File: config.mk
export PLATFORM = sky130hd
export DESIGN_NAME = cpuTop
export DESIGN_NICKNAME = d
export VERILOG_FILES = /design/src/cpuPkg.sv /design/src/programStore.sv /design/src/controlUnit.sv /design/src/alu.sv /design/src/dataPath.sv /design/src/answerWriter.sv /design/src/cpuTop.sv
export SDC_FILE = /design/constraint.sdc
export NUM_CORES = 1
export LEC_CHECK = 0
export BUFFER_PORTS_ARGS = -buffer_cell sky130_fd_sc_hd__buf_2
export CAP_MARGIN = 10
export CORE_ASPECT_RATIO = 0.7
export CORE_MARGIN = 3
export CORE_UTILIZATION = 60
export DETAILED_ROUTE_END_ITERATION = 10
export PLACE_DENSITY = 0.76
export SETUP_SLACK_MARGIN = 0.5
export SYNTH_ARGS = -nofsm -noshare
export SYNTH_HDL_FRONTEND = slang
export SYNTH_SLANG_ARGS = --single-unit
File: constraint.sdc
create_clock -name clock -period 12.7 [get_ports clock]
set_clock_uncertainty 0.05 [all_clocks]
set_input_delay 1.27 -clock clock [delete_from_list [all_inputs] [get_ports clock]]
set_output_delay 1.27 -clock clock [all_outputs]
set_load 0.1 [all_outputs]
File: src/cpuPkg.sv
`default_nettype none

package cpuPkg;

    typedef logic [7:0] wordT;                  // One data byte

    typedef enum logic [7:0] {
        opHalt = 8'h00,                         // Stop execution
        opInc  = 8'h01,                         // Unary, one operand
        opDec  = 8'h02,
        opNot  = 8'h03,
        opJump = 8'h04,                         // Relative, offset after the opcode
        opAdd  = 8'h10,                         // Binary, two operands
        opSub  = 8'h20,
        opMul  = 8'h30,
        opDiv  = 8'h40,
        opMod  = 8'h50,
        opAnd  = 8'h60,
        opOr   = 8'h70,
        opXor  = 8'h80,
        opNand = 8'h90,
        opNor  = 8'hA0,
        opXnor = 8'hB0
    } opcodeT;

    typedef enum logic [3:0] {
        aluAdd, aluSub, aluMul, aluDiv, aluMod, aluAnd,
        aluOr, aluXor, aluNand, aluNor, aluXnor, aluNotA
    } aluOpT;

    typedef enum logic [1:0] {busIr, busB, busC} busSelT;

    typedef struct packed {
        logic   irLoad;                         // IR from program memory
        logic   aLoad;                          // A from program memory
        logic   bLoad;                          // B from program memory
        logic   bLoadOne;                       // B gets constant one
        logic   cLoad;                          // C from ALU
        logic   pcInc;
        logic   pcJump;                         // PC plus B
        aluOpT  aluOp;
        busSelT busSel;                         // What the answer bus shows
    } ctrlT;

    typedef struct packed {
        wordT index;                            // Running answer number
        wordT data;
    } answerT;

endpackage

`default_nettype wire

File: src/programStore.sv
`timescale 1ns/1ps
`default_nettype none

module programStore #(
    parameter int ProgDepth = 128
) (
    input  wire logic                         clock,
    input  wire logic                         reset,
    input  wire logic                         loadStrobe,
    input  wire cpuPkg::wordT                 loadData,
    input  wire logic [$clog2(ProgDepth)-1:0] pcAddr,
    output cpuPkg::wordT                      readData,
    output logic                              loaded
);
    import cpuPkg::*;

    localparam int AddrW = $clog2(ProgDepth);

    wordT             mem [ProgDepth];          // Program image
    logic [AddrW-1:0] loadCount;                // Next write address
    logic             writeEn;

    assign writeEn = loadStrobe && !loaded;     // Strobes after the last byte are dropped

    always_ff @(posedge clock or negedge reset) begin
        if (!reset) begin
            loadCount <= '0;
            loaded    <= 1'b0;
        end else if (writeEn) begin
            loadCount <= loadCount + 1'b1;      // Wraps to zero on the last byte
            if (loadCount == AddrW'(ProgDepth - 1)) begin
                loaded <= 1'b1;                 // Held until reset
            end
        end
    end

    always_ff @(posedge clock) begin
        if (writeEn) begin
            mem[loadCount] <= loadData;
        end
    end

    // Read port runs every cycle, one cycle behind pcAddr
    always_ff @(posedge clock) begin
        readData <= mem[pcAddr];
    end

endmodule

`default_nettype wire

File: src/controlUnit.sv
`timescale 1ns/1ps
`default_nettype none

module controlUnit (
    input  wire logic         clock,
    input  wire logic         reset,
    input  wire logic         loaded,
    input  wire cpuPkg::wordT ir,
    output cpuPkg::ctrlT      ctrl,
    output logic              emit,
    output logic              halted
);
    import cpuPkg::*;

    typedef enum logic [3:0] {
        sIdle, sFetch, sDecode, sReadA, sLoadA, sReadB,
        sLoadB, sJump, sExecute, sAnswerOp, sAnswerResult, sHalt
    } stateT;

    stateT  state;
    stateT  nextState;
    opcodeT opcode;

    assign opcode = opcodeT'(ir);
    assign halted = (state == sHalt);           // Sticky, only reset leaves sHalt

    always_ff @(posedge clock or negedge reset) begin
        if (!reset) begin
            state <= sIdle;
        end else begin
            state <= nextState;
        end
    end

    always_comb begin
        nextState = state;
        case (state)
            sIdle:         nextState = loaded ? sFetch : sIdle;  // Hold until image is in
            sFetch:        nextState = sDecode;
            sDecode:       nextState = sReadA;
            sReadA: begin                       // IR valid here, operand read in flight
                case (opcode)
                    opInc, opDec, opNot:        nextState = sLoadA;
                    opAdd, opSub, opMul, opDiv: nextState = sLoadA;
                    opMod, opAnd, opOr, opXor:  nextState = sLoadA;
                    opNand, opNor, opXnor:      nextState = sLoadA;
                    opJump:                     nextState = sLoadB;  // Offset only
                    default:                    nextState = sHalt;   // Halt and unknown
                endcase
            end
            sLoadA: begin
                if (opcode inside {opInc, opDec, opNot}) begin
                    nextState = sExecute;
                end else begin
                    nextState = sReadB;
                end
            end
            sReadB:        nextState = sLoadB;
            sLoadB:        nextState = (opcode == opJump) ? sJump : sExecute;
            sJump:         nextState = sAnswerOp;
            sExecute:      nextState = sAnswerOp;
            sAnswerOp:     nextState = sAnswerResult;
            sAnswerResult: nextState = sIdle;
            sHalt:         nextState = sHalt;
            default:       nextState = sIdle;
        endcase
    end

    always_comb begin
        ctrl        = '0;
        ctrl.aluOp  = aluAdd;
        ctrl.busSel = busIr;
        emit        = 1'b0;
        case (state)
            sDecode: begin
                ctrl.irLoad = 1'b1;             // Opcode byte into IR
                ctrl.pcInc  = 1'b1;
            end
            sLoadA: begin
                ctrl.aLoad    = 1'b1;
                ctrl.pcInc    = 1'b1;
                ctrl.bLoadOne = (opcode == opInc) || (opcode == opDec);  // Step of one
            end
            sLoadB: begin
                ctrl.bLoad = 1'b1;
                ctrl.pcInc = 1'b1;              // PC now past the operand
            end
            sJump:     ctrl.pcJump = 1'b1;      // Offset relative to next byte
            sExecute: begin
                ctrl.cLoad = 1'b1;
                case (opcode)
                    opDec, opSub: ctrl.aluOp = aluSub;
                    opNot:        ctrl.aluOp = aluNotA;
                    opMul:        ctrl.aluOp = aluMul;
                    opDiv:        ctrl.aluOp = aluDiv;
                    opMod:        ctrl.aluOp = aluMod;
                    opAnd:        ctrl.aluOp = aluAnd;
                    opOr:         ctrl.aluOp = aluOr;
                    opXor:        ctrl.aluOp = aluXor;
                    opNand:       ctrl.aluOp = aluNand;
                    opNor:        ctrl.aluOp = aluNor;
                    opXnor:       ctrl.aluOp = aluXnor;
                    default:      ctrl.aluOp = aluAdd;  // Inc and add
                endcase
            end
            sAnswerOp: begin
                ctrl.busSel = busIr;            // Opcode first
                emit        = 1'b1;
            end
            sAnswerResult: begin
                ctrl.busSel = (opcode == opJump) ? busB : busC;  // Jump reports its offset
                emit        = 1'b1;
            end
            default: ;
        endcase
    end

endmodule

`default_nettype wire

File: src/alu.sv
`timescale 1ns/1ps
`default_nettype none

module alu (
    input  wire cpuPkg::wordT  a,
    input  wire cpuPkg::wordT  b,
    input  wire cpuPkg::aluOpT op,
    output cpuPkg::wordT       result
);
    import cpuPkg::*;

    wordT        product;                       // Low byte of the product
    logic        divByZero;
    wordT        quotient;
    wordT        remainder;

    assign product   = a * b;
    assign divByZero = (b == 8'h00);
    assign quotient  = divByZero ? 8'hFF : a / b;   // Error marker on zero divisor
    assign remainder = divByZero ? 8'hFF : a % b;

    always_comb begin
        case (op)
            aluAdd:  result = a + b;            // Wraps at 8 bits
            aluSub:  result = a - b;
            aluMul:  result = product;
            aluDiv:  result = quotient;
            aluMod:  result = remainder;
            aluAnd:  result = a & b;
            aluOr:   result = a | b;
            aluXor:  result = a ^ b;
            aluNand: result = ~(a & b);
            aluNor:  result = ~(a | b);
            aluXnor: result = ~(a ^ b);
            aluNotA: result = ~a;               // B ignored
            default: result = a;
        endcase
    end

endmodule

`default_nettype wire

File: src/dataPath.sv
`timescale 1ns/1ps
`default_nettype none

module dataPath #(
    parameter int ProgDepth = 128
) (
    input  wire logic                   clock,
    input  wire logic                   reset,
    input  wire cpuPkg::ctrlT           ctrl,
    input  wire cpuPkg::wordT           readData,
    output logic [$clog2(ProgDepth)-1:0] pcAddr,
    output cpuPkg::wordT                ir,
    output cpuPkg::wordT                bus
);
    import cpuPkg::*;

    localparam int AddrW = $clog2(ProgDepth);

    logic [AddrW-1:0] pc;                       // Wraps modulo ProgDepth
    wordT             a;
    wordT             b;
    wordT             c;
    wordT             aluResult;

    assign pcAddr = pc;

    always_ff @(posedge clock or negedge reset) begin
        if (!reset) begin
            pc <= '0;
            ir <= '0;
            a  <= '0;
            b  <= '0;
            c  <= '0;
        end else begin
            if (ctrl.irLoad) ir <= readData;
            if (ctrl.aLoad)  a  <= readData;
            if (ctrl.bLoad) begin
                b <= readData;
            end else if (ctrl.bLoadOne) begin
                b <= 8'h01;                     // Step for inc and dec
            end
            if (ctrl.cLoad)  c  <= aluResult;
            if (ctrl.pcJump) begin
                pc <= pc + b[AddrW-1:0];        // Offset truncated to address width
            end else if (ctrl.pcInc) begin
                pc <= pc + 1'b1;
            end
        end
    end

    always_comb begin
        case (ctrl.busSel)
            busIr:   bus = ir;
            busB:    bus = b;
            busC:    bus = c;
            default: bus = '0;
        endcase
    end

    alu aluInst (
        .a      (a),
        .b      (b),
        .op     (ctrl.aluOp),
        .result (aluResult)
    );

endmodule

`default_nettype wire

File: src/answerWriter.sv
`timescale 1ns/1ps
`default_nettype none

module answerWriter (
    input  wire logic         clock,
    input  wire logic         reset,
    input  wire logic         emit,
    input  wire cpuPkg::wordT bus,
    output cpuPkg::answerT    answer,
    output logic              answerValid
);
    import cpuPkg::*;

    wordT index;                                // Number of the next answer byte

    always_ff @(posedge clock or negedge reset) begin
        if (!reset) begin
            index       <= '0;
            answer      <= '0;
            answerValid <= 1'b0;
        end else begin
            answerValid <= emit;                // One cycle behind emit
            if (emit) begin
                answer.index <= index;
                answer.data  <= bus;
                index        <= index + 8'd1;   // Wraps at 256
            end
        end
    end

endmodule

`default_nettype wire

File: src/cpuTop.sv
`timescale 1ns/1ps
`default_nettype none

module cpuTop #(
    parameter int ProgDepth = 128               // Power of two, 16 to 256
) (
    input  wire logic         clock,
    input  wire logic         reset,
    input  wire logic         loadStrobe,
    input  wire cpuPkg::wordT loadData,
    output cpuPkg::answerT    answer,
    output logic              answerValid,
    output logic              halted
);
    import cpuPkg::*;

    localparam int AddrW = $clog2(ProgDepth);

    logic [AddrW-1:0] pcAddr;
    wordT             readData;                 // Registered memory read
    wordT             ir;
    wordT             bus;                      // Answer source
    ctrlT             ctrl;
    logic             loaded;
    logic             emit;

    programStore #(.ProgDepth(ProgDepth)) programStoreInst (
        .clock      (clock),
        .reset      (reset),
        .loadStrobe (loadStrobe),
        .loadData   (loadData),
        .pcAddr     (pcAddr),
        .readData   (readData),
        .loaded     (loaded)
    );

    controlUnit controlUnitInst (
        .clock  (clock),
        .reset  (reset),
        .loaded (loaded),
        .ir     (ir),
        .ctrl   (ctrl),
        .emit   (emit),
        .halted (halted)
    );

    dataPath #(.ProgDepth(ProgDepth)) dataPathInst (
        .clock    (clock),
        .reset    (reset),
        .ctrl     (ctrl),
        .readData (readData),
        .pcAddr   (pcAddr),
        .ir       (ir),
        .bus      (bus)
    );

    answerWriter answerWriterInst (
        .clock       (clock),
        .reset       (reset),
        .emit        (emit),
        .bus         (bus),
        .answer      (answer),
        .answerValid (answerValid)
    );

endmodule

`default_nettype wire

==> results by group <==
Worst hold path
  – Worst min-delay path class: reg2reg

Clock network
  – CTS tree: yes
  – CTS root buffer: clkbuf_16
  – Worst skew pair latency: 0.68 ns
  – Clk sinks: 1108
  – CTS H-Tree Depth: 3
  – Clock transition at path regs: 0.07 ns
  – Max Buffers Root-to-Sink: 3
  – Cts bufs inserted: 99

Critical path
  – WP depth: 45
  – Top cell by count, worst path: ha_1
  – CP Launch Point: dataPathInst.b[4]
  – Reg-to-Reg End: dataPathInst.c[7]
  – Worst path slowest cell: dfrtp_1
  – Crit path max fanout: 12
  – Largest delay share family, worst path: compound AO/OA/AOI/OAI gates
  – Kind of critical path: reg2reg
  – Crit path capture type: register
  – Flop2flop setup slack: 1.27 ns
  – Worst EP arrival: 11.91 ns
  – CP Data Required Time: 13.19 ns
  – RR Startpoint: dataPathInst.b[4]
  – Worst R2R Path Depth: 45
  – Crit start category: register
  – WP buf/inv: 4
  – Crit path capture: dataPathInst.c[7]
  – Max stage delay on crit path: 0.48 ns

Routing
  – Vias: 25370
  – First-pass DRT Iterations: 5
  – Routed WL: 116900 um
  – # DRC: 0
  – Detail Route Antenna Nets: 0
  – Drt first-iter violations: 3395
  – Drt wl/cell: 31.15 um
  – Vias per cell: 6.759

Synth
  – Synthesized cell area: 47500 um2
  – Number of synthesized flops with an enable pin: 1024
  – Async SR Flop Fraction: 6.859%
  – Top_reg_cell synth: edfxtp_1
  – Synthesis Warnings: 0
  – Synth area leaders: edfxtp_1, mux4_2, dfrtp_1
  – Post-synthesis register bit count: 1108
  – Synth unique cells: 76
  – Post-Syn Nets: 2697
  – Synth top area share: 64.73%
  – Post-synth top area cell: edfxtp_1
  – Mapped Cells: 2583
  – Synth Area per Inst: 18.39 um2
  – Seq/Total Area, Yosys: 69.07%

Timing
  – Final min period: 11.43 ns
  – Upper clock frequency limit: 0.08753 GHz
  – Fin. Hold Viols: 0
  – RSZ-0062 raised after global routing: no
  – Endpoints failing setup: 0
  – Max_slew headroom: 20.18%
  – Fin Hold WS: 0.4296 ns
  – Tcrit/Tclk final: 89.96%
  – Final slew viol count: 0
  – Least-Margin Pin Slew: 1.182 ns

Die
  – Die Height: 241.4 um
  – Row cnt: 85
  – Initial Util: 61.19%
  – Ports: 29
  – Core area: 77640 um2
  – Die width: 342.3 um
  – Area of the die: 82640 um2

Finish
  – Layout cells sized above 1: 23.04%
  – Area delta synth->final: 9.872%
  – Final Util: 67.23%
  – Nets@finish: 2740
  – Fillers: 4907

Place
  – Port Buf Inserts: 28
  – GPL Wtd Cong: 0.9606
  – DP HPWL: 71240 um

GRT
  – GRT Overall Usage: 29.02%
  – Global-route wire length before repair: 172600 um
  – Grt ovf: 0
  – Initial antenna violation count: 5
  – Largest net degree at the start of global routing: 147
  – Vias in the first global route: 25210

Run
  – Number of max-cap violations: 0

Status
  – Status: completed
[logic make-up (layout without fill, tap and decap cells)]
family                   Yosys count  in the layout  synth area share (%)
AO/OA/AOI/OAI                    251            252                 3.640
XOR/XNOR                          63             63                 1.162
adder cells (fa/ha/maj)          103            103                 2.950
buffers and inverters            186            310                 1.599
flip-flops                      1108           1108                 69.07
multiplexers                     373            373                 16.78
other                              0              1                     0
AND/OR/NAND/NOR                  499            499                 4.794
[per-layer routing]
| metal | vias up | GRT usage (%) | routed length [um] |
|---|---|---|---|
| met1 | 13230 | 43.14 | 47340 |
| met4 | 4 | 7.830 | 2961 |
| met5 | - | 0 | 27 |
| met2 | 1412 | 41.60 | 52190 |
| li1 | 10540 | - | - |
| met3 | 186 | 10.24 | 14390 |
[cells in the mapped netlist, types with 36 or more instances]
cell,instances
ha_1,88
nor3_1,36
a21oi_1,45
nand2_1,121
clkbuf_1,83
o21ai_0,63
inv_1,47
edfxtp_1,1024
mux4_2,336
dfrtp_1,76
nor2_1,211
xnor2_1,45
[sequential cells by signal (all words and copies together), names as in the netlist]
| name | cells |
|---|---|
| programStoreInst.mem | 1024 |
| programStoreInst.loadCount | 7 |
| dataPathInst.a | 8 |
| answerWriterInst.answerValid | 1 |
| dataPathInst.ir | 8 |
| dataPathInst.b | 8 |
| controlUnitInst.state | 4 |
| programStoreInst.readData | 8 |
| answerWriterInst.answer | 16 |
| dataPathInst.c | 8 |
| programStoreInst.loaded | 1 |
| dataPathInst.pcAddr | 7 |
| answerWriterInst.index | 8 |
[repair_timing]
| action | 4_1_cts | 5_1_grt |
|---|---|---|
| setup buffers | 0 | 9 |
| cloned | 0 | 1 |
| endpoints found under the setup margin | 8 | 8 |
| resized for setup | 7 | 22 |
| pin swaps | 0 | 4 |
| hold buffers | 0 | 0 |
[metrics by stage]
step / setup slack, ns / cell area [um2] / std cells / setup TNS, ns
2_1_floorplan: 1.153 / 47500 / 2583 / 0
3_3_place_gp: 0.2122 / 48750 / 3559 / 0
3_5_place_dp: -0.5104 / 48750 / 3559 / -3.331
4_1_cts: 0.5288 / 52010 / 3742 / 0
5_1_grt: 0.5377 / 52190 / 3752 / 0
6_report: 1.275 / 52190 / 3753 / 0
[worst min-delay path by stage]
stage,startpoint,end,slack [ns],cells after the start
2_1_floorplan,answerWriterInst.index[7],answerWriterInst.index[7],0.40,1
3_3_place_gp,answerWriterInst.answer[9],answerWriterInst.answer[9],0.40,2
3_5_place_dp,answerWriterInst.index[7],answerWriterInst.index[7],0.42,1
4_1_cts,answerWriterInst.answer[11],answerWriterInst.answer[11],0.43,2
5_1_grt,answerWriterInst.index[7],answerWriterInst.index[7],0.46,1
6_report,answerWriterInst.answer[11],answerWriterInst.answer[11],0.43,2
[cell usage in the layout (no fill, tap or decap), drive strengths merged, types with 5 or more instances in the layout]
| cell type | synthesis | final |
|---|---|---|
| buf | 50 | 75 |
| nor4 | 13 | 13 |
| mux4 | 336 | 336 |
| mux2i | 9 | 9 |
| ha | 88 | 88 |
| mux2 | 28 | 28 |
| o21bai | 7 | 7 |
| dfrtp | 76 | 76 |
| nor2b | 17 | 17 |
| and2 | 5 | 5 |
| o32ai | 6 | 6 |
| nand3 | 26 | 26 |
| nand2b | 11 | 11 |
| and3 | 6 | 6 |
| a211oi | 18 | 18 |
| or2 | 7 | 7 |
| o21a | 12 | 12 |
| inv | 47 | 52 |
| a22o | 8 | 8 |
| nand2 | 121 | 121 |
| clkinvlp | 0 | 5 |
| xor2 | 18 | 18 |
| nor3 | 36 | 36 |
| a21o | 13 | 13 |
| nand4 | 13 | 13 |
| clkbuf | 84 | 132 |
| o221ai | 9 | 9 |
| o21ai | 65 | 65 |
| nor2 | 211 | 211 |
| a21oi | 45 | 45 |
| bufinv | 0 | 7 |
| dfxtp | 8 | 8 |
| or3 | 11 | 11 |
| fa | 15 | 15 |
| edfxtp | 1024 | 1024 |
| xnor2 | 45 | 45 |
| clkinv | 5 | 39 |
| a31oi | 7 | 7 |
| o211ai | 18 | 18 |
[worst register-to-register path: cells and delay by family (launching register included)]
| kind | cells | cell delay, ns |
|---|---|---|
| buf+inv | 4 | 0.73 |
| fa+ha+maj | 7 | 2.25 |
| compound gates | 21 | 4.59 |
| mux | 4 | 1.49 |
| flops | 1 | 0.48 |
| simple gates | 9 | 1.67 |
[area by class of cell]
class,count,area (um2),area share (%)
multi-input combinational,1290,14090,26.99
timing repair buffer,75,553.0,1.060
sequential,1108,32830,62.90
inverter,52,195.2,0.3740
tap,1044,1306,2.503
antenna,1,2.502,0.004795
clock inverter,51,513.0,0.9829
clock buffer,132,2706,5.185
Power is left out: the tool's default activity adds up to more than one toggle a clock period on the data nets, which glitch-free logic cannot reach.
